## config.mk

```make
export PLATFORM = sky130hd
export DESIGN_NAME = MemoryStoreMerger
export DESIGN_NICKNAME = d
export VERILOG_FILES = /design/src/source/MemoryTypes.sv /design/src/source/MemoryStoreMerger.sv
export SDC_FILE = /design/constraint.sdc
export NUM_CORES = 1
export LEC_CHECK = 0
export BUFFER_PORTS_ARGS = -buffer_cell sky130_fd_sc_hd__buf_2
export CORE_UTILIZATION = 36
export DETAILED_ROUTE_END_ITERATION = 10
export PLACE_DENSITY = 0.8
export SLEW_MARGIN = 20
export SYNTH_ARGS = -nofsm -noshare
export SYNTH_HDL_FRONTEND = slang
export SYNTH_SLANG_ARGS = --single-unit
```

## constraint.sdc

```tcl
create_clock -name vclk -period 3.2
set_input_delay 0.32 -clock vclk [all_inputs]
set_output_delay 0.32 -clock vclk [all_outputs]
set_load 0.02 [all_outputs]
```

## src/source/MemoryTypes.sv

```systemverilog
package MemoryTypes;

// Step of a data access, driven by the sequencer
typedef enum logic [1:0]
{
	NOP,           // No access, flags held low
	LOAD,          // Registered read of the addressed word
	STORE_PRELOAD, // Read old word ahead of the merge
	STORE          // Write merged word at the end of the cycle
} MemoryMode;

// Request kind at the controller port
typedef enum logic
{
	OP_LOAD,
	OP_STORE
} MemoryOp;

// RV32I load/store funct3 codes
localparam logic [2:0] F3_BYTE = 3'b000;   // lb / sb
localparam logic [2:0] F3_HALF = 3'b001;   // lh / sh
localparam logic [2:0] F3_WORD = 3'b010;   // lw / sw
localparam logic [2:0] F3_BYTE_U = 3'b100; // lbu
localparam logic [2:0] F3_HALF_U = 3'b101; // lhu

// Start of the memory-mapped port window
// Eight words, port n at PORT_BASE + 4n
localparam logic [31:0] PORT_BASE = 32'hFFFFFFE0;

endpackage : MemoryTypes

```

## src/source/MemoryStoreMerger.sv

```systemverilog
`timescale 1ns/10ps

module MemoryStoreMerger
(
	input [2:0] funct3,
	input [1:0] offset,
	input [31:0] readWord,  // Old word from the preload cycle
	input [31:0] storeData, // rs2

	output logic [31:0] writeWord
);

logic [31:0] byteMerged;
logic [31:0] halfMerged;

// Byte lane replaced, rest of the old word kept
always_comb
begin
	byteMerged = readWord;
	unique case (offset)
		2'b00: byteMerged[7:0] = storeData[7:0];
		2'b01: byteMerged[15:8] = storeData[7:0];
		2'b10: byteMerged[23:16] = storeData[7:0];
		2'b11: byteMerged[31:24] = storeData[7:0];
	endcase
end

// Halfword lane, low byte at the lower address
always_comb
begin
	halfMerged = readWord;
	if (offset[1])
		halfMerged[31:16] = storeData[15:0];
	else
		halfMerged[15:0] = storeData[15:0];
end

always_comb
begin
	unique case (funct3)
		MemoryTypes::F3_BYTE: writeWord = byteMerged; // sb
		MemoryTypes::F3_HALF: writeWord = halfMerged; // sh
		default: writeWord = storeData; // sw, bad codes never written
	endcase
end

endmodule : MemoryStoreMerger

```

* After elaboration in Yosys (flattened, before gate mapping)
Index checks and enable logic that the tools add are counted.
Operators by class: mux-type cells 7, reductions and logical operators 2, equal/unequal tests 4
Operators by type and width (count):
- 32-bit one-hot mux with 2 select lines | 1
- 16-bit two-way mux | 2
- 8-bit two-way mux | 4
- 2-bit == test, second input constant | 2
- 3-bit by 1-bit == test with 1-bit output, second input constant | 1
- 3-bit zero test | 1
- 2-bit by 1-bit == test with 1-bit output, second input constant | 1
- 2-bit zero test | 1
Storage, ports and cells: input bits 69, flip-flop bits (word level) 0, output and inout port bits 32

* Longest topological paths before layout
depth in word-level cells 3, mapped depth 5, gate-level depth less buffers 3

* Worst setup path after synthesis
Ideal clock, no wire load.
path kind input -> output, start input funct3[1], end output writeWord[24], path slack 1.431 ns, arrival 1.449 ns, data required time 2.880 ns, path buffers 2, stages 4, path through or3_1 > buf_2 > buf_6 > o21ai_0
Between the ends: longest elaborated chain between the ends 2
Ends and longest elaborated chain:
- from (decl) | line MemoryStoreMerger.sv:5 | input [2:0] funct3,
- 3-bit by 1-bit == test with 1-bit output / 3-bit zero test (equally long branches) | line MemoryStoreMerger.sv:40 | unique case (funct3)
- 32-bit one-hot mux with 2 select lines (*) | line MemoryStoreMerger.sv:40
- to (decl) | line MemoryStoreMerger.sv:10 | output logic [31:0] writeWord
Every way passes the cells marked *; elsewhere a longest branch is shown, timed or not.

* Worst setup path in the final report
start input offset[1], end output writeWord[9]
Between the ends: longest elaborated chain between the ends 3
Ends and longest elaborated chain:
- from (decl) | line MemoryStoreMerger.sv:6 | input [1:0] offset,
- 2-bit by 1-bit == test with 1-bit output | line MemoryStoreMerger.sv:20 | unique case (offset)
- 8-bit two-way mux | line MemoryStoreMerger.sv:20
- 32-bit one-hot mux with 2 select lines (*) | line MemoryStoreMerger.sv:40
Marked as above.

==> out/qor.csv <==
metric,value,unit
status,finished clean,
fp.dieH,53.26,um
start_util,38.18,%
routedWlPerCell,13.55,um
path_cells,buf_2 > nand2b_1 > a211oi_1 > nor3_1 > buf_2,
finalWirelength,3468,um
rsz0062_at_grt,false,
final_layout_size_suffix_gt1_share,55.31,%
path_depth,5,
pwr-share-clk,0,%
dp_hpwl,2588,um
worstSetupPathType,input port to primary output,
num_antenna_cells,0,
viasPerCell,5.492,
ys_types,27,
synth_top_area_cell,mux2_2,
grtUsageTotal,22.64,%
grt_antenna_before_repair,0,
p_leak,0.0007484,uW
yosys_warnings,0,
fin_nets,297,
synthesis.nets,207,
synthCells,138,
tns,0,ns
drc,0,
p_per_area,161.9,nW/um2
netSwitchingFraction,57.20,%
timing.final.crit_share,64.20,%
die_area,2837,um2
detail-route-antenna-nets,0,
power.total,229.1,uW
dr.pass1.iters,4,
crit_family,simple AND/OR/NAND/NOR gates,
ys_seq_area_share,0,%
grt_pass1_wl,4961,um
worst_setup_path_end_kind,primary output,
required,2.88,ns
path_buf_inv,2,
ir_drop,0.00009982,V
relSlewSlack,57.80,%
pin_count,101,
hold_depth,3,
cts.repair.resized,0,
rows,18,
critPathArrivalTime,1.73,ns
finalSetupViolCount,0,
max_stage_delay,0.42,ns
power_frac_seq,0,%
grt_pass1_vias,1102,
post_cts_buffers,0,
fp.dieW,53.26,um
synth.cell_area,945.9,um2
grt_max_degree,31,
flops_and_latches,0,
fmax,0.4868,GHz
cp_common_cell,buf_2,
hold_violations,0,
hold_path_class,input port to primary output,
clkbuf_count,0,
drv_cap,0,
fin_util,57.12,%
max_slew.worst_pin.slew,0.6317,ns
worstPathMaxFanout,30,
intPower,98.05,uW
comb_power_share,100.0,%
synth_top_area_share,19.05,%
drtIter0Drc,35,
seqCellArea,0,um2
avgSynthCellArea,6.854,um2
synth_common_cells,"mux2_2 (16), nor2_1 (16), o21ai_0 (16)",
power.switching,131.1,uW
overflow,0,
synth.area.top_cells,"mux2_2 (19%), mux2i_1 (8.5%), o21ai_0 (8.5%), and3b_1 (7.4%), a22oi_1 (6.3%)",
period_minus_slack,2.054,ns
maxSlewViolCount,0,
startpoint_type,input port,
gp_congestion,0.8106,
portBuffers,101,
ctsHoldBuffers,0,
core,2477,um2
fillers,287,
vias,1406,
slowest_stage,buf_2,
syn_to_final_growth,49.60,%
metrics by stage:
step | instances | cell area [um2] | worst slack [ns] | hold WS [ns]
finish | 256 | 1415 | 1.146 | 0.9814
global route | 256 | 1415 | 1.017 | 0.9931
CTS | 256 | 1415 | 1.163 | 0.9838
detailed placement | 256 | 1415 | 1.169 | 0.9818
global placement | 256 | 1415 | 1.134 | 0.9798
floorplan | 138 | 945.9 | 1.431 | 0.8186
power groups by stage:
stage	clock, uW	sequential [uW]	combinational (uW)
floorplan	0	0	139
global route	0	0	249
CTS	0	0	228
global placement	0	0	226
detailed placement	0	0	227
finish	0	0	229
per-layer routing:
metal / up-vias / global-route usage [%] / routed length (um)
met5: - / 0 / 0
met4: 0 / 0 / 0
met3: 0 / 0 / 228
met2: 69 / 41.88 / 1686
met1: 635 / 30.64 / 1553
li1: 702 / - / -
tightest hold or removal path, cell delays in order:
cell and delay, ns:
buf_2 0.07, mux2_2 0.12, buf_2 0.15
area by class of cell:
cell class                 count  area [um2]  area share (%)
inverter                       1       3.754          0.2653
multi-input combinational    123       860.8           60.83
tap                           30       37.54           2.653
timing repair buffer         102       513.0           36.25
cell usage in the layout (no fill, tap or decap), types with 6 or more instances in the layout:
cell type and count:
a211oi_1 6, nor2_1 16, a31oi_1 8, and3b_1 8, o21ai_0 16, a22oi_1 8, nand3_1 8, mux2_2 16
nor3_1 8, a21oi_1 8, mux2i_1 8, buf_2 101
cell families (layout without fill, tap and decap cells):
kind of cell	after synthesis	count (layout)	share of synthesized area (%)
and+or+nand+nor	50	50	30.03
AOI/OAI and AO/OA	49	49	33.47
muxes	24	24	27.51
buffers and inverters	15	103	8.992
path summary, 6_finish.rpt:
check | endpoint | startpoint | slack (ns)
worst max-delay path | writeWord[9] | offset[1] | 1.15
worst min-delay path | writeWord[6] | readWord[6] | 0.98
Power figures use the tool's default switching activity.
