File: src/source/MemoryTypes.sv
package MemoryTypes;

// Step of a data access, driven by the sequencer
typedef enum logic [1:0]
{
	NOP,           // No access, flags held low
	LOAD,          // Registered read of the addressed word
	STORE_PRELOAD, // Read old word ahead of the merge
	STORE          // Write merged word at the end of the cycle
} MemoryMode;

// Request kind at the controller port
typedef enum logic
{
	OP_LOAD,
	OP_STORE
} MemoryOp;

// RV32I load/store funct3 codes
localparam logic [2:0] F3_BYTE = 3'b000;   // lb / sb
localparam logic [2:0] F3_HALF = 3'b001;   // lh / sh
localparam logic [2:0] F3_WORD = 3'b010;   // lw / sw
localparam logic [2:0] F3_BYTE_U = 3'b100; // lbu
localparam logic [2:0] F3_HALF_U = 3'b101; // lhu

// Start of the memory-mapped port window
// Eight words, port n at PORT_BASE + 4n
localparam logic [31:0] PORT_BASE = 32'hFFFFFFE0;

endpackage : MemoryTypes

File: src/source/MemoryFaultDetector.sv
`timescale 1ns/10ps

module MemoryFaultDetector
(
	input MemoryTypes::MemoryMode memoryMode,
	input [2:0] funct3,
	input [1:0] offset,

	output logic unalignedAccess,
	output logic badFunct3,
	output logic fault // Either flag
);

// Alignment by access size
always_comb
begin
	if (memoryMode == MemoryTypes::NOP)
		unalignedAccess = 1'b0; // No access in flight
	else
	begin
		unique case (funct3)
			MemoryTypes::F3_HALF, MemoryTypes::F3_HALF_U: unalignedAccess = offset[0];
			MemoryTypes::F3_WORD: unalignedAccess = offset != 2'b00;
			default: unalignedAccess = 1'b0; // Bytes, or a bad code caught below
		endcase
	end
end

// Codes that have no instruction
always_comb
begin
	unique case (memoryMode)
		MemoryTypes::LOAD:
			badFunct3 = (funct3 == 3'b011) || (funct3 == 3'b110) || (funct3 == 3'b111);
		MemoryTypes::STORE_PRELOAD, MemoryTypes::STORE:
			badFunct3 = !((funct3 == MemoryTypes::F3_BYTE) || (funct3 == MemoryTypes::F3_HALF)
				|| (funct3 == MemoryTypes::F3_WORD)); // sb, sh, sw only
		default: badFunct3 = 1'b0;
	endcase
end

assign fault = unalignedAccess || badFunct3;

endmodule : MemoryFaultDetector

File: config.mk
export PLATFORM = sky130hd
export DESIGN_NAME = MemoryFaultDetector
export DESIGN_NICKNAME = d
export VERILOG_FILES = /design/src/source/MemoryTypes.sv /design/src/source/MemoryFaultDetector.sv
export SDC_FILE = /design/constraint.sdc
export NUM_CORES = 1
export LEC_CHECK = 0
export BUFFER_PORTS_ARGS = -buffer_cell sky130_fd_sc_hd__buf_4
export CAP_MARGIN = 10
export CORE_AREA = 2 2 39 41
export DETAILED_ROUTE_END_ITERATION = 8
export DIE_AREA = 0 0 41 43
export GPL_ROUTABILITY_DRIVEN = 0
export MAX_ROUTING_LAYER = met4
export RECOVER_POWER = 50
export SLEW_MARGIN = 30
export SYNTH_ARGS = -nofsm -noshare
export SYNTH_HDL_FRONTEND = slang
export SYNTH_SLANG_ARGS = --single-unit
File: constraint.sdc
create_clock -name vclk -period 2.8
set_input_delay 0.7 -clock vclk [all_inputs]
set_output_delay 0.7 -clock vclk [all_outputs]
set_load 0.02 [all_outputs]
==> After elaboration in Yosys (flattened, before gate mapping) <==
Cells that the tools add are included.
Widths: inputs -> output; s select.
{ "totals": {"register_bits": 0, "input_bits": 7, "output_inout_bits": 3} }
{ "classes": {"n_eq_ne": 9, "mux": 3, "n_reduce_logical": 11} }
{ "op_table": {"columns": ["operator", "n"], "rows": [
  ["$eq 3x3->1 const B", 3],
  ["$eq 3x2->1 const B", 2],
  ["$logic_or 1x1->1", 5],
  ["$eq 2x2->1 const B", 2],
  ["$pmux 1 s2", 2],
  ["$reduce_or 2->1", 2],
  ["$eq 3x1->1 const B", 1],
  ["$logic_not 3->1", 1],
  ["$eq 2x1->1 const B", 1],
  ["$logic_not 2->1", 1],
  ["$reduce_bool 2->1", 1],
  ["$logic_not 1->1", 1],
  ["$mux 1", 1]
]} }

==> Longest topological paths before layout <==
{ "depth": {"ltp_word": 6, "depth_mapped": 3, "depth_no_buf": 3} }

==> Worst setup path before layout <==
Ideal clock, no wire load.
{ "synth_path": {"kind": "input-to-output", "start": "input port funct3[2]", "end": "output port fault", "arrival_ns": 1.609, "t_required_ns": 2.100, "slack_ns": 0.491, "cell_stages": 3, "n_path_buf": 0, "path_cell_list": "or3b_1 > a21oi_2 > or2_1"} }
{ "synth_via": {"elab_cells_between_ends": 17, "classes_between": "6 x eq/ne; 3 x mux; 8 x reduce/logical"} }
{ "synth_lines": {"columns": ["item", "line_no", "text"], "rows": [
  ["start: declaration", "MemoryFaultDetector.sv:6", "input [2:0] funct3,"],
  ["$eq 3x1->1 or $eq 3x3->1 (tied branches)", "MemoryFaultDetector.sv:21", "unique case (funct3)"],
  ["$reduce_or 2->1", "MemoryFaultDetector.sv:21", null],
  ["$pmux 1 s2 (*)", "MemoryFaultDetector.sv:21", null],
  ["$mux 1 (*)", "MemoryFaultDetector.sv:17", "if (memoryMode == MemoryTypes::NOP)"],
  ["net unalignedAccess", "MemoryFaultDetector.sv:9", "output logic unalignedAccess,"],
  ["$logic_or 1x1->1 (*)", "MemoryFaultDetector.sv:42", "assign fault = unalignedAccess || badFunct3;"],
  ["end: declaration", "MemoryFaultDetector.sv:11", "output logic fault"]
]} }
Mark *: on every way through the listed nets, which the timed path passes. The rest lies on a longest branch.

==> Worst setup path in the final report <==
{ "layout_path": {"start": "input port funct3[2]", "end": "output port fault"} }
{ "layout_via": {"elab_chain_len": 6, "elab_cells_between_ends": 17, "classes_between": "6 x eq/ne; 3 x mux; 8 x reduce/logical"} }
{ "layout_lines": {"columns": ["item", "line_no", "text"], "rows": [
  ["$eq 3x1->1 or $logic_not 3->1 (tied branches)", "MemoryFaultDetector.sv:21, MemoryFaultDetector.sv:36", null],
  ["$logic_or 1x1->1", "MemoryFaultDetector.sv:36", "badFunct3 = !((funct3 == MemoryTypes::F3_BYTE) || (funct3 == MemoryTypes::F3_HALF)"],
  ["$logic_or 1x1->1", "MemoryFaultDetector.sv:37", "|| (funct3 == MemoryTypes::F3_WORD));"],
  ["$logic_not 1->1", "MemoryFaultDetector.sv:36", null],
  ["$pmux 1 s2", "MemoryFaultDetector.sv:32", "unique case (memoryMode)"],
  ["$logic_or 1x1->1 (*)", "MemoryFaultDetector.sv:42", null]
]} }
Mark *: on every way between the ends. The rest lies on a longest branch, timed or not.

==> impl_metrics.tcl <==
set metrics [dict create \
    routed.top_layer "met3" \
    cts_setup_buffers 0 \
    hp-class "in2out" \
    start_util 0.0371 \
    placedCellCount 34 \
    period_share 0.823 \
    cts_resized 0 \
    die-area_sq_um 1760 \
    antenna_left 0 \
    slew_viol_final 0 \
    wl_per_cell_um 6.94 \
    grt_pass1_wl_um 324 \
    synthesis.area_sq_um 51.3 \
    avgSynthCellArea_sq_um 6.41 \
    fp.dieH_um 43 \
    ir_drop_mv 0.0332 \
    critical_path_required_ps 2100 \
    end_kind "primary output" \
    core-area_sq_um 1380 \
    clock.fmax_ghz 0.434 \
    p_leak_nw 0.0603 \
    synthCells 8 \
    diodes 0 \
    total_power_uw 24.0 \
    critPathKind "in2out" \
    drcViolationCount 0 \
    met3WireLength_um 54 \
    clock_buffers 0 \
    vias 97 \
    fin_tns_setup_ps 0 \
    drt_iter0_drc 1 \
    final-setup-viol-count 0 \
    slew_headroom 0.832 \
    area_growth_syn_to_layout_pct 178 \
    ys_seq_area_frac 0 \
    yosysUniqueCellTypes 7 \
    stdcell_count 34 \
    power_per_cell_area_nw_per_um2 169 \
    firstDrtPassIters 2 \
    fp.dieW_um 41 \
    row_count 14 \
    wl_um 236 \
    yosysWarnings 0 \
    finalHoldViolations 0 \
    overflow 0 \
    grt_max_degree 5 \
    grt_pass1_vias 69 \
    grt_antenna_before_repair 0 \
    cp_max_fo 2 \
    worst_pin_slew_ps 253 \
    seq_cell_count 0 \
    cp.arrival_ps 1610 \
    startpoint_type "input pin" \
    wl_met1_um 119 \
    pin_count 10 \
    routed-wl-met2_um 63 \
    syn_nets 15 \
    preCtsSetupSlack_ps 490 \
    drive_above_1_share 0.556 \
    via_per_inst 2.85 \
    seqCellArea_sq_um 0 \
    grt.total_usage 0.0246 \
    hold_buffers 0 \
    whs_ps 1800 \
    io_buffers 10 \
    setup_ws_ps 494 \
    outcome "finished, final reports clean" \
    period_minus_slack_ps 2310 \
    rsz0062_at_grt "no" \
    nets 27 \
    maxCapViolations 0 \
]
## path summary, 6_finish.rpt
kind	startpoint	end	cells after the start
setup / recovery	funct3[2]	fault	5
hold / removal	funct3[2]	unalignedAccess	4
## through the flow
| step | area, sq um | utilization |
|---|---|---|
| global route | 143 | 0.103 |
| detailed placement | 146 | 0.106 |
| CTS | 146 | 0.106 |
| finish | 143 | 0.103 |
| global placement | 146 | 0.106 |
| floorplan | 51.3 | - |
## layer usage
| layer | up-vias | global-route usage |
|---|---|---|
| met5 | - | - |
| met4 | 0 | 0 |
| met3 | 0 | 0.00524 |
| met2 | 10 | 0.0219 |
| met1 | 35 | 0.0506 |
| li1 | 52 | - |
## placed cells by master (no fill, tap or decap)
cell type / Yosys / final
o22ai_1: 1 / 1
nor2_1: 1 / 1
clkbuf_1: 0 / 1
or3b_1: 1 / 1
or2_1: 1 / 1
a21oi_2: 1 / 1
buf_4: 0 / 9
nand3b_1: 1 / 1
a21oi_1: 2 / 2
## report_power, final
group / leakage (nW) / internal [mW] / switching (mW)
registers: 0 / 0 / 0
logic: 0.0603 / 0.0127 / 0.0114
clock network: 0 / 0 / 0
total: 0.0603 / 0.0127 / 0.0114
## synth_stat cells
cell type,instances,area share
a21oi_1,2,0.20
a21oi_2,1,0.17
nand3b_1,1,0.15
nor2_1,1,0.073
o22ai_1,1,0.12
or2_1,1,0.12
or3b_1,1,0.17
## logic make-up after synthesis
family | after synthesis | synth area share
simple gates | 4 | 0.512
compound gates | 4 | 0.488
## cell type report
cell class | instances | area, sq um
well taps | 16 | 20.0
multi-input cells | 8 | 51.3
repair buffers | 10 | 71.3
fillers | 155 | 1240
## critical path, cell delays in order
cell and delay [ps]:
buf_4 110, or3b_1 380, a21oi_2 160, or2_1 120, buf_4 130
Power figures use the tool's default switching activity.
