$ cat config.mk
export PLATFORM = sky130hd
export DESIGN_NAME = MemoryAccessSequencer
export DESIGN_NICKNAME = d
export VERILOG_FILES = /design/src/source/MemoryTypes.sv /design/src/source/MemoryAccessSequencer.sv
export SDC_FILE = /design/constraint.sdc
export NUM_CORES = 1
export LEC_CHECK = 0
export ABC_AREA = 1
export BUFFER_PORTS_ARGS = -buffer_cell sky130_fd_sc_hd__buf_2
export CAP_MARGIN = 20
export CELL_PAD_IN_SITES_DETAIL_PLACEMENT = 0
export CELL_PAD_IN_SITES_GLOBAL_PLACEMENT = 1
export CORE_UTILIZATION = 32
export CTS_BUF_LIST = sky130_fd_sc_hd__clkbuf_4
export DETAILED_ROUTE_END_ITERATION = 10
export PLACE_DENSITY_LB_ADDON = 0.12
export SLEW_MARGIN = 20
export SYNTH_ARGS = -nofsm -noshare
export SYNTH_HDL_FRONTEND = slang
export SYNTH_SLANG_ARGS = --single-unit
$ cat constraint.sdc
create_clock -name clock -period 2.4 [get_ports clock]
set_input_delay 0.48 -clock clock [delete_from_list [all_inputs] [get_ports clock]]
set_output_delay 0.48 -clock clock [all_outputs]
set_load 0.02 [all_outputs]
$ cat src/source/MemoryTypes.sv
package MemoryTypes;

// Step of a data access, driven by the sequencer
typedef enum logic [1:0]
{
	NOP,           // No access, flags held low
	LOAD,          // Registered read of the addressed word
	STORE_PRELOAD, // Read old word ahead of the merge
	STORE          // Write merged word at the end of the cycle
} MemoryMode;

// Request kind at the controller port
typedef enum logic
{
	OP_LOAD,
	OP_STORE
} MemoryOp;

// RV32I load/store funct3 codes
localparam logic [2:0] F3_BYTE = 3'b000;   // lb / sb
localparam logic [2:0] F3_HALF = 3'b001;   // lh / sh
localparam logic [2:0] F3_WORD = 3'b010;   // lw / sw
localparam logic [2:0] F3_BYTE_U = 3'b100; // lbu
localparam logic [2:0] F3_HALF_U = 3'b101; // lhu

// Start of the memory-mapped port window
// Eight words, port n at PORT_BASE + 4n
localparam logic [31:0] PORT_BASE = 32'hFFFFFFE0;

endpackage : MemoryTypes

$ cat src/source/MemoryAccessSequencer.sv
`timescale 1ns/10ps

module MemoryAccessSequencer
(
	input clock,
	input rstN,

	// Request, sampled on start while idle
	input start,
	input MemoryTypes::MemoryOp op,
	input [2:0] funct3,
	input [31:0] rs1,
	input [31:0] immediate,
	input [31:0] rs2,

	input fault, // From the fault detector

	output MemoryTypes::MemoryMode memoryMode,
	output logic [29:0] wordAddress,
	output logic [1:0] offset,
	output logic [2:0] reqFunct3,
	output logic [31:0] reqData,
	output logic writeEnable, // Only write strobe in the design
	output logic busy,
	output logic done
);

typedef enum logic [1:0] {IDLE, ACCESS, FINISH} SeqState;

SeqState state, nextState;
MemoryTypes::MemoryOp reqOp;     // Latched request kind
logic [31:0] effectiveAddress; // rs1 + immediate

always_comb
begin
	unique case (state)
		IDLE: nextState = start ? ACCESS : IDLE; // start ignored once busy
		ACCESS: nextState = FINISH;
		FINISH: nextState = IDLE;
		default: nextState = IDLE;
	endcase
end

always_ff @(posedge clock)
begin
	if (!rstN)
		state <= IDLE;
	else
		state <= nextState;
end

// Request latch
always_ff @(posedge clock)
begin
	if (state == IDLE && start)
	begin
		reqOp <= op;
		reqFunct3 <= funct3;
		effectiveAddress <= rs1 + immediate;
		reqData <= rs2;
	end
end

// ACCESS reads the word, FINISH writes it back for stores
// Loads stay in LOAD through FINISH so the flags cover the done cycle
always_comb
begin
	unique case (state)
		ACCESS: memoryMode = (reqOp == MemoryTypes::OP_STORE) ?
			MemoryTypes::STORE_PRELOAD : MemoryTypes::LOAD;
		FINISH: memoryMode = (reqOp == MemoryTypes::OP_STORE) ?
			MemoryTypes::STORE : MemoryTypes::LOAD;
		default: memoryMode = MemoryTypes::NOP;
	endcase
end

assign wordAddress = effectiveAddress[31:2];
assign offset = effectiveAddress[1:0]; // Byte within the word

assign writeEnable = (memoryMode == MemoryTypes::STORE) && !fault; // Faulting store dropped
assign busy = state != IDLE;
assign done = state == FINISH;

endmodule : MemoryAccessSequencer

; ---- After elaboration in Yosys (flattened, before gate mapping)
; Cells that the tools add are included.
[classes]
addsub = 1
eq_ne = 3
n_mux = 5
n_reduce_logical = 5
[ops]
columns = cell, count
row1 = 32-bit adder, 1
row2 = 2-bit case mux with 2 select lines, 2
row3 = 2-bit equality test (second input constant), 2
row4 = 2-bit two-way mux, 2
row5 = 2-bit by 1-bit equality test with 1-bit output (second input constant), 1
row6 = 1-bit logical AND, 2
row7 = 2-bit zero test, 1
row8 = 2-bit nonzero test, 1
row9 = 1-bit zero test, 1
row10 = 1-bit two-way mux, 1
[word_totals]
reg_bits = 70
input_bits = 104
out_inout_bits = 72
word_cells = 19

; ---- Longest topological paths before layout
[depth]
word_depth = 4
depth_mapped = 12
depth_no_buf = 12

; ---- Worst setup path after synthesis
; OpenSTA, ideal clock, no wires.
[synth_timing]
kind = reg-to-reg
from = register state[0]
to = register effectiveAddress[0], enable pin
setup_time_ns = 0.422
t_arrival_ns = 1.904
setup_slack_ns = 0.074
stages_incl_launch_ff = 5
path_cell_list = dfxtp_1 -> inv_1 -> ha_1 -> nand2_1 -> inv_1
[synth_via]
elab_chain_len = 2
[synth_lines]
columns = item, line
row1 = start: declaration, MemoryAccessSequencer.sv:30  ; SeqState state, nextState;
row2 = start signal: assignment, MemoryAccessSequencer.sv:49  ; state <= nextState;
row3 = 2-bit zero test, MemoryAccessSequencer.sv:55  ; if (state == IDLE && start)
row4 = 1-bit logical AND, MemoryAccessSequencer.sv:55
row5 = end signal: assignment, MemoryAccessSequencer.sv:59  ; effectiveAddress <= rs1 + immediate;
row6 = end: declaration, MemoryAccessSequencer.sv:32  ; logic [31:0] effectiveAddress;
; No other way between the ends.
; A chain may end at the register's enable or synchronous reset.

; ---- Worst setup path after layout
[layout_timing]
from = register state[0]
to = output port memoryMode[0]
[layout_via]
elab_chain_len = 2
elab_cells_between_ends = 3
cone_classes = eq/ne: 2 / mux: 1
[layout_lines]
columns = item, line
row1 = 2-bit equality test or 2-bit by 1-bit equality test with 1-bit output (tied branches), MemoryAccessSequencer.sv:68  ; unique case (state)
row2 = 2-bit case mux with 2 select lines (*), MemoryAccessSequencer.sv:68
row3 = end: declaration, MemoryAccessSequencer.sv:18  ; output MemoryTypes::MemoryMode memoryMode,
; Mark *: on every way between the ends. The rest lies on a longest branch, timed or not.

==> flow_summary.toml <==
[die]
initial_utilization_pct = 32.9
die-area_um2 = 14800
num_rows = 43
ios = 176
die-height_um = 122
chipWidth_um = 122
core_outline_area_um2 = 13900

[sta]
final_max_slew_viol_count = 0
grt_setup_unrepaired = "false"
final_setup_violation_count = 0
clock.fmax_mhz = 493
timing_hold_violations_final = 0
slew-limit-headroom_pct = 64.0
hold_slack_ns = 0.234
fin_crit_ns = 2.03
max_slew.worst_pin.slew_ns = 0.539
setup_ws_ns = 0.372
fin_tns_setup_ns = 0
fin_worst_skew_ns = 0.0289
finalCritPeriodShare_pct = 84.5

[global_routing]
grt_max_degree = 34
grt_first_pass_wirelength_um = 18900
first_global_vias = 3878
gr-total-overflow = 0
antenna_found_initial = 0
grt_use_total_pct = 16.8

[drt]
drt-pass1-iter-count = 5
drt.antenna.violating_nets = 0
met2RoutedLength_um = 5420
route.met3.wl_um = 837
wirelength_um = 12000
detailroute.via_count = 4108
detail_route.wirelength.met1_um = 5590
detail_route.drc_violations = 0
routed_via_density = 4.30
drt-wirelength-per-cell_um = 12.5
topRoutingLayerUsed = "met4"
drt_iter0_drc = 194

[yosys]
yosys.cell_types.count = 23
synthesis.yosys.warnings = 0
postSynthAreaPerCell_um2 = 7.84
async_flop_share_pct = 0
synthesis.area_um2 = 4570
postSynth.topFlopCell = "sky130_fd_sc_hd__edfxtp_1"
synth-seq-cells = 70
post_synthesis_cell_count = 583
synth_sequential_area_ratio_pct = 45.6
synthesis.nets = 722
synth_enable_flop_cells = 68

[placed_design]
detailed_place.area_um2 = 5710
dp_hpwl_um = 10100
pre_cts_slack_ns = 0.0367
place_congestion = 0.829
io_buffer_count = 175
placedCellCount = 940

[setup_path]
critPathLaunch = "state[0]"
worstSetupEndpointType = "output pin"
crit_top_cell = "sky130_fd_sc_hd__inv_1"
reg2regPathDepth = 5
timing.setup.critical_path_class = "reg -> out"
worst_path_maximum_fanout = 2
critical_path.slowest_cell = "sky130_fd_sc_hd__dfxtp_1"
path_cells = "inv_1 -> ha_1 -> inv_1 -> a211oi_1 -> buf_2"
critical_path.reg2reg.startpoint = "state[0]"
crit_required_ns = 1.92
start_kind = "flip-flop"
critical-path-max-stage-delay_ns = 0.35
critical_path_arrival_ns = 1.55

[final_layout]
multiInputGateArea_um2 = 2030
design_area_um2 = 5860
nets = 910
finalNonFillerCells = 955
seqCellArea_um2 = 2080
antennaDiodeCount = 0
layout-area-overhead-vs-synth_pct = 28.3
layout_common_cells = "223 x sky130_fd_sc_hd__nand2_1, 175 x sky130_fd_sc_hd__buf_2, 117 x sky130_fd_sc_hd__inv_1"
ratio_of_cells_with_drive_above_1_in_the_final_layout_pct = 28.3
layout_commonest_cell = "sky130_fd_sc_hd__nand2_1"
fillerInstances = 1474

[hold_path]
min-delay-path-class = "in -> reg"
hold_start = "rs2[27]"
timing.hold.worst_path_depth = 1

[clock_tree]
cts.repair_timing.setup_buffer_count = 0
clock_tree_from_tritoncts = "built"
clkLatencyLatePin_ns = 0.43
ctsRootBufferMaster = "sky130_fd_sc_hd__clkbuf_4"
cts_max_path_buffers = 2
clock_buffer_count_from_cts = 9
post_cts_hold_buffer_count = 0
h-tree-depth = 3
post_cts_resized = 0
tritoncts_num_sinks = 70
clk_transition_reported_paths_ns = 0.11

[power]
max-vdd-ir-drop_mv = 0.201
power_per_cell_area_nw_per_um2 = 569
leakagePower_nw = 3.25

[flow_run]
max_cap_violations = 0

[run_status]
outcome = "completed"
-- Yosys cell counts (2+ instances only) --
cell	n	area share, %
sky130_fd_sc_hd__nand3_1	23	2.5
sky130_fd_sc_hd__nand3_2	4	0.88
sky130_fd_sc_hd__nor3_2	2	0.44
sky130_fd_sc_hd__nor2_1	40	3.3
sky130_fd_sc_hd__nor3_1	5	0.55
sky130_fd_sc_hd__a21oi_1	19	2.1
sky130_fd_sc_hd__inv_2	3	0.25
sky130_fd_sc_hd__inv_1	118	9.7
sky130_fd_sc_hd__o21bai_1	2	0.33
sky130_fd_sc_hd__edfxtp_1	68	45
sky130_fd_sc_hd__nor2_2	2	0.27
sky130_fd_sc_hd__xnor2_1	2	0.38
sky130_fd_sc_hd__nand2_2	14	1.9
sky130_fd_sc_hd__xor2_1	14	2.7
sky130_fd_sc_hd__dfxtp_1	2	0.88
sky130_fd_sc_hd__nand2_1	223	18
sky130_fd_sc_hd__ha_1	34	9.3
sky130_fd_sc_hd__nand4_1	3	0.41
-- kinds of logic (layout without fill, tap and decap cells) --
group,after synthesis,in the layout,share of synthesized area (%)
buffers and inverters,121,313,9.94
AO/OA/AOI/OAI,24,24,2.93
adder cells (fa/ha/maj),35,35,9.75
flip-flops,70,70,45.6
AND/OR/NAND/NOR,317,317,28.8
XOR/XNOR,16,16,3.07
-- where the power goes --
| part | switching (mW) | internal, mW |
|---|---|---|
| clock | 0.432 | 0.424 |
| sequential | 0.0248 | 1.49 |
| combinational | 0.623 | 0.344 |
| total | 1.08 | 2.25 |
-- layout make-up --
class	count	area share [%]
Sequential cell	70	35.5
Multi-Input combinational cell	392	34.7
Timing Repair Buffer	177	15.6
Inverter	121	7.75
Tap cell	180	3.84
Clock inverter	5	1.30
Clock buffer	10	1.28
-- layer usage --
metal	GRT usage [%]	vias to the layer above
met5	0	-
met4	4.40	0
met3	3.76	11
met2	27.6	129
met1	22.2	1781
li1	-	2187
-- worst max-delay path: cells and delay by family (launching register included) --
family                   cells  cell delay (ns)
adder cells (fa/ha/maj)      1             0.27
buffers and inverters        3             0.31
flip-flops                   1             0.35
AO/OA/AOI/OAI                1             0.20
-- registers in the layout, indices dropped and copies added, names as in the netlist --
register / cells
effectiveAddress: 32
state: 2
reqData: 32
reqOp: 1
reqFunct3: 3
-- final timing paths --
path / endpoint / slack, ns
worst max-delay path: memoryMode[0] / 0.37
worst min-delay path: reqData[27] / 0.23
worst max register to register: reqData[6] / 0.74
worst min register to register: state[1] / 0.66
-- stage by stage --
step	total power, mW	util (%)
after global placement	2.52	41.1
final	3.33	42.2
after global routing	3.56	42.2
after CTS	3.41	42.2
after floorplan	2.18	-
after detailed placement	2.52	41.1
No activity file was read; power rests on OpenSTA's default activity.
