`src/source/MemoryTypes.sv`:
```
package MemoryTypes;

// Step of a data access, driven by the sequencer
typedef enum logic [1:0]
{
	NOP,           // No access, flags held low
	LOAD,          // Registered read of the addressed word
	STORE_PRELOAD, // Read old word ahead of the merge
	STORE          // Write merged word at the end of the cycle
} MemoryMode;

// Request kind at the controller port
typedef enum logic
{
	OP_LOAD,
	OP_STORE
} MemoryOp;

// RV32I load/store funct3 codes
localparam logic [2:0] F3_BYTE = 3'b000;   // lb / sb
localparam logic [2:0] F3_HALF = 3'b001;   // lh / sh
localparam logic [2:0] F3_WORD = 3'b010;   // lw / sw
localparam logic [2:0] F3_BYTE_U = 3'b100; // lbu
localparam logic [2:0] F3_HALF_U = 3'b101; // lhu

// Start of the memory-mapped port window
// Eight words, port n at PORT_BASE + 4n
localparam logic [31:0] PORT_BASE = 32'hFFFFFFE0;

endpackage : MemoryTypes

```
`src/source/MemoryLoadFormatter.sv`:
```
`timescale 1ns/10ps

module MemoryLoadFormatter
(
	input [2:0] funct3,
	input [1:0] offset,
	input [31:0] readWord,

	output logic [31:0] loadData // Value for rd
);

logic [7:0] byteLane;
logic [15:0] halfLane;

// Little-endian byte pick
always_comb
begin
	unique case (offset)
		2'b00: byteLane = readWord[7:0];
		2'b01: byteLane = readWord[15:8];
		2'b10: byteLane = readWord[23:16];
		2'b11: byteLane = readWord[31:24];
	endcase
end

// Halfword by offset bit 1
// A misaligned offset has already raised the fault flag
always_comb
begin
	if (offset[1])
		halfLane = readWord[31:16];
	else
		halfLane = readWord[15:0];
end

// Extension by funct3
always_comb
begin
	unique case (funct3)
		MemoryTypes::F3_BYTE: loadData = {{24{byteLane[7]}}, byteLane};  // lb
		MemoryTypes::F3_HALF: loadData = {{16{halfLane[15]}}, halfLane}; // lh
		MemoryTypes::F3_BYTE_U: loadData = {24'h000000, byteLane};        // lbu
		MemoryTypes::F3_HALF_U: loadData = {16'h0000, halfLane};          // lhu
		default: loadData = readWord; // lw, bad codes fall through here too
	endcase
end

endmodule : MemoryLoadFormatter

```
`config.mk`:
```
export PLATFORM = sky130hd
export DESIGN_NAME = MemoryLoadFormatter
export DESIGN_NICKNAME = d
export VERILOG_FILES = /design/src/source/MemoryTypes.sv /design/src/source/MemoryLoadFormatter.sv
export SDC_FILE = /design/constraint.sdc
export NUM_CORES = 1
export LEC_CHECK = 0
export BUFFER_PORTS_ARGS = -buffer_cell sky130_fd_sc_hd__buf_2
export CAP_MARGIN = 20
export CORE_MARGIN = 3
export CORE_UTILIZATION = 33
export DETAILED_ROUTE_END_ITERATION = 7
export PLACE_DENSITY = 0.76
export SLEW_MARGIN = 10
export SYNTH_ARGS = -nofsm -noshare
export SYNTH_HDL_FRONTEND = slang
export SYNTH_SLANG_ARGS = --single-unit
```
`constraint.sdc`:
```
create_clock -name vclk -period 1.7
set_input_delay 0.34 -clock vclk [all_inputs]
set_output_delay 0.34 -clock vclk [all_outputs]
set_load 0.005 [all_outputs]
```
# Yosys cells after proc, flatten, opt, wreduce, memory -nomap -nowiden
# Cells that the tools add are included.
word_totals:
  register_bits: 0
  latch_bits: 0
  ram_bits: 0
  mem_bits_ro: 0
  input_bits: 37
  out_inout_bits: 32
  word_cells: 11
  n_memories: 0
classes:
  addsub: 0
  multipliers: 0
  n_div: 0
  n_lt_le_gt_ge: 0
  n_eq_ne: 6
  n_shift: 0
  mux: 3
  bitwise: 0
  reduce_logical: 2
ops:
  columns: ["operator", "count"]
  rows:
  - ["one-hot mux 32 bit (4 select lines)", 1]
  - ["one-hot mux 8 bit (4 select lines)", 1]
  - ["2-to-1 mux 16 bit", 1]
  - ["== test 3 bit, second input constant", 2]
  - ["== test 2 bit, second input constant", 2]
  - ["== test 3 x 1 -> 1 bit, second input constant", 1]
  - ["logical NOT 3 bit", 1]
  - ["== test 2 x 1 -> 1 bit, second input constant", 1]
  - ["logical NOT 2 bit", 1]

# Longest topological paths before layout
# Gate-level depths: netlist of the first run.
logic_depth:
  depth_word: 3
  depth_mapped: 7
  depth_no_buf: 4

# Least setup slack after synthesis of the first run
# No wires, ideal clock.
synth_path:
  path_kind: "input to output"
  start: "in offset[1]"
  end: "out loadData[15]"
  arrival_ps: 1405
  t_required_ps: 1360
  path_slack_ps: -45
  cell_stages: 6
  path_buffers: 2
  cell_sequence: "mux4_2 nand3b_4 o41a_2 buf_6 buf_6 nand2_1"
synth_between:
  elab_chain_cells: 3
  word_cells_on_any_way: 7
  cone_classes: "3 x eq/ne; 3 x mux; 1 x reduce/logical"
synth_lines:
  columns: ["element", "line", "text"]
  rows:
  - ["start: declaration", "MemoryLoadFormatter.sv:6", "input [1:0] offset,"]
  - ["== test 2 bit, or another cell as far along", "MemoryLoadFormatter.sv:18", "unique case (offset)"]
  - ["one-hot mux 8 bit (4 select lines)", "MemoryLoadFormatter.sv:18", null]
  - ["one-hot mux 32 bit (4 select lines) (*)", "MemoryLoadFormatter.sv:39", "unique case (funct3)"]
  - ["end: declaration", "MemoryLoadFormatter.sv:9", "output logic [31:0] loadData"]
# Every way passes the cells marked *; elsewhere a longest branch is shown, timed or not.

# Final worst setup path of the first run
# Same ends and word-level chain as after synthesis.

==> out/qor.csv, run 1 <==
stage;metric;value;unit
floorplanning;die span in y;50.4;um
sta;maximum operating frequency;0.530;GHz
sta;pin slew with the least headroom to its limit;0.302;ns
floorplanning;die area;0.00254;sq mm
power;Pwr Density;290;mW/mm^2
placed_design;global placer's final weighted congestion;0.841;
floorplanning;total I/O pin count;69;
critical_path;count of buffer and inverter cells on the critical path;3;
final_layout;net count reported at finish;227;
job;number of max-cap violations;0;
sta;Final Hold Viols;0;
final_layout;filler instances;161;
critical_path;crit-path cells;buf_8 > mux4_2 > nand3b_4 > o41a_4 > buf_12 > nand2_1 > buf_2;
floorplanning;die span in x;50.4;um
sta;Final Max Tran Viols;0;
route;via count;1126;
sta;unrepaired setup endpoints after global routing;true;
floorplanning;initial core utilization;0.364;
yosys;synthesized netlist net count;147;
placed_design;quantity of I/O buffers inserted on ports;69;
final_layout;Clock buffer cells;0;
placed_design;worst slack, placed;-0.231;ns
sta;minimum period implied by the final worst setup slack;1.89;ns
route;Post-Route WL;2840;um
placed_design;HPWL after detailed placement;2120;um
final_layout;layout cells sized above 1;0.580;
yosys;Seq/Total Area, Yosys;0;
final_layout;layout-stage area growth over the synthesis result;91.1;%
critical_path;Required @ worst endpoint;1.36;ns
critical_path;crit-path max FO;17;
floorplanning;site row count;15;
route;# DRC;0;
yosys;number of warnings issued by yosys;0;
sta;portion of the clock cycle consumed by the worst path in the final layout;1.11;
global_route;total grt overflow;0;
cts;number of buffers inserted for hold repair after clock tree synthesis;0;
route;Starting DRT DRC Count;17;
route;final antenna-violating net count;0;
sta;fin worst setup slack;-0.186;ns
hold_path;worst min-delay path category;input pin to primary output;
critical_path;endpoint type of the worst setup path;primary output;
yosys;Yosys cell types;19;
critical_path;kind of start point of the critical path;input pin;
route;count of TritonRoute iterations in the first routing pass;4;
final_layout;Register Area;0;sq um
final_layout;area of combinational cells with multiple inputs;652;sq um
sta;Final setup violation count;28;
floorplanning;core region area;0.00178;sq mm
critical_path;type of the worst setup path;input pin to primary output;
global_route;first-pass GRT wire length;4550;um
final_layout;summed area of non-filler cells in the final layout;0.00124;sq mm
route;final routed wire length divided by cell count;13.3;um
sta;final worst hold slack;0.951;ns
final_layout;Inserted Diodes;0;
power;Leakage;0.000748;uW
placed_design;Cell Area, Placed;0.00110;sq mm
yosys;average instance area after synthesis;5.90;sq um
yosys;combined area of all synthesized cells;649;sq um
critical_path;crit path max-delay cell type;sky130_fd_sc_hd__mux4_2;
critical_path;largest incremental delay on the critical path;0.53;ns
sta;remaining max-slew budget at the tightest pin;0.796;
critical_path;largest delay contributor family on the critical path;multiplexers;
power;maximum ir drop on the vdd rail;0.150;mV
global_route;pin count of the biggest net entering global routing;30;
yosys;post-synthesis instance total;110;
final_layout;count of sequential standard cells;0;
global_route;vias in the first global route;1020;
outcome;violated checks;negative setup slack;
global_route;Tot GR Track Use;0.216;
critical_path;arrival time of the worst setup path;1.55;ns
global_route;antenna violations before repair;0;
outcome;outcome;finished with violations;
route;average vias per placed instance;5.29;
-- layer usage --
layer  vias up  GRT usage  part of all wire  routed length (um)
met5         -          0                 0                   0
met4         0          0            0.0049                  14
met3         2    0.00593             0.065                 185
met2        49      0.413              0.52                1490
met1       523      0.282              0.41                1150
li1        552          -                 -                   -
-- per-stage QoR --
| stage | power [uW] | TNS [ns] | utilization | std cells |
|---|---|---|---|---|
| floorplan | 155 | -0.446 | - | 110 |
| global placement | 311 | -4.86 | 0.615 | 209 |
| detailed placement | 318 | -5.17 | 0.615 | 209 |
| CTS | 348 | -3.59 | 0.680 | 214 |
| global route | 397 | -4.80 | 0.696 | 213 |
| finish | 360 | -3.08 | 0.696 | 213 |
-- cells in the final DEF (no fill, tap or decap), drive strengths merged --
| master | count |
|---|---|
| o21bai | 1 |
| nand3 | 2 |
| o311ai | 1 |
| mux2 | 7 |
| nor2 | 3 |
| mux4 | 1 |
| mux2i | 1 |
| a32oi | 1 |
| o21ai | 9 |
| nand2 | 48 |
| o41a | 1 |
| nand3b | 1 |
| nor2b | 2 |
| buf | 88 |
| a22o | 7 |
| inv | 2 |
| a22oi | 13 |
-- final timing paths --
kind | start | to | slack, ns | depth (start not counted)
worst max-delay path | offset[1] | loadData[15] | -0.19 | 7
worst min-delay path | readWord[1] | loadData[1] | 0.95 | 4
-- area by class of cell --
class                           instances  share of cell area
Inverter                                2             0.00605
Multi-Input combinational cell         98               0.525
Tap cell                               25              0.0252
Timing Repair Buffer                   88               0.444
-- synth_stat cells --
library cell | instances | area share
sky130_fd_sc_hd__nor2b_1 | 2 | 0.019
sky130_fd_sc_hd__o41a_2 | 1 | 0.019
sky130_fd_sc_hd__o21bai_1 | 1 | 0.012
sky130_fd_sc_hd__a32oi_1 | 1 | 0.013
sky130_fd_sc_hd__mux2_2 | 7 | 0.12
sky130_fd_sc_hd__nand3b_4 | 1 | 0.031
sky130_fd_sc_hd__o21ai_0 | 9 | 0.069
sky130_fd_sc_hd__a22oi_1 | 13 | 0.15
sky130_fd_sc_hd__mux2i_1 | 1 | 0.015
sky130_fd_sc_hd__nor2_1 | 3 | 0.017
sky130_fd_sc_hd__mux4_2 | 1 | 0.035
sky130_fd_sc_hd__buf_6 | 2 | 0.035
sky130_fd_sc_hd__nand2_1 | 48 | 0.28
sky130_fd_sc_hd__o311ai_0 | 1 | 0.013
sky130_fd_sc_hd__nand3_1 | 2 | 0.015
sky130_fd_sc_hd__a22o_1 | 7 | 0.094
sky130_fd_sc_hd__buf_2 | 2 | 0.015
sky130_fd_sc_hd__inv_1 | 2 | 0.012
sky130_fd_sc_hd__clkbuf_1 | 6 | 0.035
-- kinds of logic (layout without fill, tap and decap cells) --
kind of cell           Yosys count  after routing  synth area share
buffers and inverters           12             90            0.0963
AO/OA/AOI/OAI                   33             33             0.372
multiplexers                     9              9             0.171
AND/OR/NAND/NOR                 56             56             0.360
-- timing repair --
item,in CTS,in global routing
pin swaps,4,3
endpoints found under the hold margin,0,0
setup endpoints to repair,31,31
resized for setup,17,10
buffers inserted,5,1
-- report_power, final --
part	internal [uW]	switching, uW	total (uW)
registers	0	0	0
clock network	0	0	0
logic	193	167	360
total	193	167	360
(Power assumes the default switching activity.)
==> inputs of run 2 (changes only) <==
CORE_UTILIZATION = 37   (was 33)
PLACE_DENSITY = 0.81   (was 0.76)
clock period = 1.8 ns   (was 1.7 ns; I/O delays follow)
==> run 2 against run 1 <==
Compared with the run above:
- the run still ends with negative setup slack left
- non-clock buffer count down 1
- sequential share of layout area unchanged
- global-route usage up 0.11 points
- die area down 9.5%
- combinational power about the same
- sequential cell count unchanged
- largest cell class unchanged
- highest routed layer unchanged
==> out/qor.csv, run 2 (synthesis gave the netlist of run 1 again) <==
stage;metric;value;unit;change
outcome;outcome;finished with violations;;unchanged
outcome;violated checks;negative setup slack;;unchanged
sta;portion of the clock cycle consumed by the worst path in the final layout;1.09;;
floorplanning;die span in y;47.9;um;was 50.4 um
final_layout;area of combinational cells with multiple inputs;652;sq um;unchanged
power;maximum ir drop on the vdd rail;0.169;mV;was 0.150 mV
route;final routed wire length divided by cell count;15.6;um;was 13.3 um
sta;Final setup violation count;27;;was 28
final_layout;highest-count cells in the layout ignoring fill and taps;sky130_fd_sc_hd__buf_2, sky130_fd_sc_hd__nand2_1, sky130_fd_sc_hd__buf_4;;unchanged
global_route;total grt overflow;0;;unchanged
power;Pwr Density;291;mW/mm^2;was 290 mW/mm^2
placed_design;quantity of I/O buffers inserted on ports;69;;unchanged
placed_design;worst slack, placed;-0.180;ns;was -0.231 ns
critical_path;Required @ worst endpoint;1.44;ns;was 1.36 ns
route;final antenna-violating net count;0;;unchanged
final_layout;filler instances;124;;was 161
sta;Final Max Tran Viols;0;;unchanged
sta;minimum period implied by the final worst setup slack;1.96;ns;
cts;number of buffers inserted for hold repair after clock tree synthesis;0;;unchanged
global_route;antenna violations before repair;0;;unchanged
final_layout;Inserted Diodes;0;;unchanged
final_layout;net count reported at finish;226;;was 227
placed_design;global placer's final weighted congestion;0.790;;was 0.841
route;via count;1183;;was 1126
sta;Final Hold Viols;0;;unchanged
sta;remaining max-slew budget at the tightest pin;0.768;;was 0.796
power;Leakage;0.000737;uW;was 0.000748 uW
route;Post-Route WL;3160;um;was 2840 um
floorplanning;die area;0.00229;sq mm;was 0.00254 sq mm
global_route;pin count of the biggest net entering global routing;29;;was 30
critical_path;crit-path max FO;6;;was 17
route;# DRC;0;;unchanged
critical_path;arrival time of the worst setup path;1.60;ns;was 1.55 ns
global_route;first-pass GRT wire length;3740;um;was 4550 um
final_layout;Register Area;0;sq um;unchanged
global_route;vias in the first global route;895;;was 1020
route;count of TritonRoute iterations in the first routing pass;4;;unchanged
sta;final worst hold slack;0.991;ns;was 0.951 ns
sta;pin slew with the least headroom to its limit;0.348;ns;was 0.302 ns
critical_path;kind of start point of the critical path;input pin;;unchanged
floorplanning;initial core utilization;0.412;;was 0.364
critical_path;endpoint type of the worst setup path;primary output;;unchanged
job;number of max-cap violations;0;;unchanged
route;Starting DRT DRC Count;15;;was 17
sta;fin worst setup slack;-0.159;ns;was -0.186 ns
final_layout;summed area of non-filler cells in the final layout;0.00125;sq mm;was 0.00124 sq mm
sta;unrepaired setup endpoints after global routing;true;;unchanged
floorplanning;total I/O pin count;69;;unchanged
final_layout;most frequent standard cell in the layout excluding fill and tap cells;sky130_fd_sc_hd__buf_2;;unchanged
critical_path;type of the worst setup path;input pin to primary output;;unchanged
final_layout;layout-stage area growth over the synthesis result;92.1;%;was 91.1%
placed_design;Cell Area, Placed;0.00109;sq mm;was 0.00110 sq mm
global_route;Tot GR Track Use;0.217;;was 0.216
floorplanning;die span in x;47.9;um;was 50.4 um
sta;maximum operating frequency;0.511;GHz;
final_layout;Clock buffer cells;0;;unchanged
final_layout;count of sequential standard cells;0;;unchanged
final_layout;layout cells sized above 1;0.615;;was 0.580
floorplanning;site row count;14;;was 15
route;average vias per placed instance;5.83;;was 5.29
floorplanning;core region area;0.00158;sq mm;was 0.00178 sq mm
hold_path;worst min-delay path category;input pin to primary output;;unchanged
placed_design;HPWL after detailed placement;2170;um;was 2120 um
==> run 2: cell count changes in the layout (fill, tap and decap cells not counted), moves of 2 or more <==
cell / previous run / this run
sky130_fd_sc_hd__buf_2: 66 / 61
sky130_fd_sc_hd__buf_6: 4 / 8
sky130_fd_sc_hd__nand2_1: 45 / 35
sky130_fd_sc_hd__nand2_2: 3 / 12
sky130_fd_sc_hd__nor2b_1: 0 / 2
==> run 2: critical path: stages <==
cell and delay, ns:
sky130_fd_sc_hd__buf_8 0.07, sky130_fd_sc_hd__mux4_2 0.53, sky130_fd_sc_hd__nand3b_4 0.10, sky130_fd_sc_hd__o41a_4 0.19, sky130_fd_sc_hd__clkbuf_16 0.16, sky130_fd_sc_hd__nand2_2 0.06
sky130_fd_sc_hd__buf_6 0.11
==> run 2: worst paths after layout <==
kind / to / cells past startpoint / startpoint / slack (ns)
hold / removal: loadData[5] / 4 / readWord[5] / 0.99
setup / recovery: loadData[26] / 7 / offset[1] / -0.16
==> run 2: per-stage QoR <==
stage | TNS, ns | util | total power (uW) | std cells
after floorplan | 0 | - | 146 | 110
after global placement | -2.59 | 0.693 | 296 | 201
after detailed placement | -3.39 | 0.693 | 304 | 201
after CTS | -1.75 | 0.721 | 317 | 201
after global routing | -3.99 | 0.791 | 395 | 203
final | -2.60 | 0.791 | 363 | 203
==> run 2: what timing repair did <==
| action | in CTS | in global routing |
|---|---|---|
| setup endpoints to repair | 31 | 31 |
| gates cloned | 0 | 1 |
| pin swaps | 0 | 0 |
| resized for setup | 10 | 20 |
| buffers inserted | 0 | 2 |
==> run 2: layer usage <==
metal / vias up / track usage / part of all wire
li1: 551 / - / -
met1: 556 / 0.254 / 0.38
met2: 66 / 0.430 / 0.54
met3: 10 / 0.00752 / 0.058
met4: 0 / 0.0376 / 0.023
met5: - / 0 / 0
==> run 2: final cells by class <==
cell class | count | share of cell area
Inverter | 2 | 0.00602
Multi-Input combinational cell | 98 | 0.523
Tap cell | 16 | 0.0160
Timing Repair Buffer | 87 | 0.455
==> run 2: report_power, final <==
part	internal (uW)	switching (uW)	total, uW
Sequential	0	0	0
Clock	0	0	0
Combinational	193	170	363
Total	193	170	363
==> inputs of run 3 (changes only) <==
ABC_AREA = 1   (was default)
CORE_UTILIZATION = 40   (was 37)
==> run 3 against run 2 <==
Compared with the run above:
- highest routed layer is now met3
- routed wire length down 11%
- clock-buffer cell count stayed put
- hold slack better by 0.029 ns
- area after synthesis increased by 17%
- combinational power fell by 17%
- largest power group unchanged
- critical endpoint is now loadData[5]
- sequential share of layout area unchanged
- the run now ends clean
- non-clock buffer count down 14
==> out/qor.csv, run 3 <==
stage;metric;value;unit;change
sta;portion of the clock cycle consumed by the worst path in the final layout;0.943;;was 1.09
final_layout;most frequent standard cell in the layout excluding fill and tap cells;sky130_fd_sc_hd__buf_2;;unchanged
sta;unrepaired setup endpoints after global routing;false;;was true
global_route;first-pass GRT wire length;4200;um;was 3740 um
yosys;combined area of all synthesized cells;762;sq um;was 649 sq um
sta;Final Max Tran Viols;0;;unchanged
cts;number of buffers inserted for hold repair after clock tree synthesis;0;;unchanged
power;Pwr Density;269;mW/mm^2;was 291 mW/mm^2
sta;pin slew with the least headroom to its limit;0.294;ns;was 0.348 ns
placed_design;quantity of I/O buffers inserted on ports;69;;unchanged
route;# DRC;0;;unchanged
yosys;most numerous cell in the Yosys netlist;sky130_fd_sc_hd__nand2_1;;unchanged
placed_design;HPWL after detailed placement;2180;um;was 2170 um
sta;setup total negative slack;0;ns;was -2.60 ns
floorplanning;core region area;0.00176;sq mm;was 0.00158 sq mm
cts;cts repair resizes;0;;was 10
critical_path;crit-path max FO;9;;was 6
global_route;Tot GR Track Use;0.199;;was 0.217
global_route;pin count of the biggest net entering global routing;25;;was 29
yosys;number of warnings issued by yosys;0;;unchanged
final_layout;Register Area;0;sq um;unchanged
critical_path;arrival time of the worst setup path;1.34;ns;was 1.60 ns
critical_path;endpoint type of the worst setup path;primary output;;unchanged
floorplanning;initial core utilization;0.432;;was 0.412
final_layout;highest-count cells in the layout ignoring fill and taps;sky130_fd_sc_hd__buf_2, sky130_fd_sc_hd__nand2_1, sky130_fd_sc_hd__nand3_1;;was sky130_fd_sc_hd__buf_2, sky130_fd_sc_hd__nand2_1, sky130_fd_sc_hd__buf_4
yosys;synthesized netlist net count;183;;was 147
sta;final worst hold slack;1.02;ns;was 0.991 ns
floorplanning;total I/O pin count;69;;unchanged
final_layout;summed area of non-filler cells in the final layout;0.00112;sq mm;was 0.00125 sq mm
placed_design;global placer's final weighted congestion;0.882;;was 0.790
yosys;leading post-synthesis cells by instance count;sky130_fd_sc_hd__nand2_1, sky130_fd_sc_hd__nand3_1, sky130_fd_sc_hd__a21oi_1, sky130_fd_sc_hd__inv_1, sky130_fd_sc_hd__nor2_1;;was sky130_fd_sc_hd__nand2_1, sky130_fd_sc_hd__a22oi_1, sky130_fd_sc_hd__o21ai_0, sky130_fd_sc_hd__a22o_1, sky130_fd_sc_hd__mux2_2
final_layout;area of combinational cells with multiple inputs;658;sq um;was 652 sq um
final_layout;Clock buffer cells;0;;unchanged
sta;Final Hold Viols;0;;unchanged
route;count of TritonRoute iterations in the first routing pass;5;;was 4
cts;number of buffers added for setup after CTS;0;;unchanged
final_layout;layout cells sized above 1;0.424;;was 0.615
sta;minimum period implied by the final worst setup slack;1.70;ns;was 1.96 ns
yosys;cell accounting for the most synthesized area;sky130_fd_sc_hd__nand2_1;;unchanged
sta;remaining max-slew budget at the tightest pin;0.804;;was 0.768
yosys;Yosys cell types;23;;was 19
global_route;vias in the first global route;970;;was 895
final_layout;net count reported at finish;249;;was 226
route;final routed wire length divided by cell count;12.0;um;was 15.6 um
floorplanning;die span in x;49.6;um;was 47.9 um
floorplanning;site row count;15;;was 14
critical_path;kind of start point of the critical path;input pin;;unchanged
route;Starting DRT DRC Count;44;;was 15
outcome;outcome;complete, no violations;;was finished with violations
sta;maximum operating frequency;0.589;GHz;was 0.511 GHz
route;Post-Route WL;2820;um;was 3160 um
critical_path;type of the worst setup path;input pin to primary output;;unchanged
job;number of max-cap violations;0;;unchanged
global_route;total grt overflow;0;;unchanged
yosys;average instance area after synthesis;5.22;sq um;was 5.90 sq um
final_layout;layout-stage area growth over the synthesis result;47.1;%;was 92.1%
final_layout;filler instances;178;;was 124
global_route;antenna violations before repair;0;;unchanged
hold_path;worst min-delay path category;input pin to primary output;;unchanged
route;final antenna-violating net count;0;;unchanged
floorplanning;die area;0.00246;sq mm;was 0.00229 sq mm
yosys;post-synthesis instance total;146;;was 110
yosys;largest cells by area after synthesis;sky130_fd_sc_hd__nand2_1, sky130_fd_sc_hd__nand3_1, sky130_fd_sc_hd__a21oi_1;;was sky130_fd_sc_hd__nand2_1, sky130_fd_sc_hd__a22oi_1, sky130_fd_sc_hd__mux2_2
sta;Final setup violation count;0;;was 27
power;Leakage;0.000732;uW;was 0.000737 uW
final_layout;Final Core Density;0.635;;was 0.791
critical_path;Required @ worst endpoint;1.44;ns;about the same
yosys;Seq/Total Area, Yosys;0;;unchanged
floorplanning;die span in y;49.6;um;was 47.9 um
route;via count;1192;;was 1183
yosys;share of the synthesized area in the top cell type;0.310;;was 0.277
route;average vias per placed instance;5.07;;was 5.83
final_layout;count of sequential standard cells;0;;unchanged
power;maximum ir drop on the vdd rail;0.153;mV;was 0.169 mV
placed_design;Cell Area, Placed;0.00108;sq mm;was 0.00109 sq mm
final_layout;Inserted Diodes;0;;unchanged
[run 3: where the power goes]
group          internal, uW  switching [uW]
sequential                0               0
clock                     0               0
combinational           135             166
total                   135             166
[run 3: layout make-up]
class / count / share of cell area
multi-input combinational: 124 / 0.587
tap: 25 / 0.0279
inverter: 13 / 0.0502
timing repair buffer: 73 / 0.335
[run 3: final timing paths]
check	from	end	slack, ns	depth (start not counted)
worst min-delay path	readWord[28]	loadData[28]	1.02	4
worst max-delay path	offset[1]	loadData[5]	0.10	7
[run 3: per-stage QoR]
stage / cells / worst slack (ns) / power [uW]
after global routing: 235 / 0.0150 / 335
after floorplan: 146 / 0.353 / 165
final: 235 / 0.103 / 301
after detailed placement: 234 / 0.0123 / 289
after CTS: 234 / 0.00969 / 290
after global placement: 234 / 0.0717 / 285
[run 3: per-layer routing]
metal,share of wire,up-vias,wire [um],track usage
li1,-,610,-,-
met4,0,0,0,0.00922
met1,0.38,529,1080,0.264
met3,0.074,0,208,0.0151
met5,0,-,0,0
met2,0.54,53,1530,0.363
[run 3: cell families after synthesis]
group / Yosys count / share of synthesized area
AO/OA/AOI/OAI: 24 / 0.202
AND/OR/NAND/NOR: 99 / 0.614
buffers and inverters: 23 / 0.184
[run 3: worst max-delay path, stage by stage]
cell	delay, ns
sky130_fd_sc_hd__buf_2	0.17
sky130_fd_sc_hd__inv_4	0.06
sky130_fd_sc_hd__buf_4	0.18
sky130_fd_sc_hd__a21oi_4	0.24
sky130_fd_sc_hd__nor2_1	0.06
sky130_fd_sc_hd__a21oi_1	0.13
sky130_fd_sc_hd__buf_2	0.13
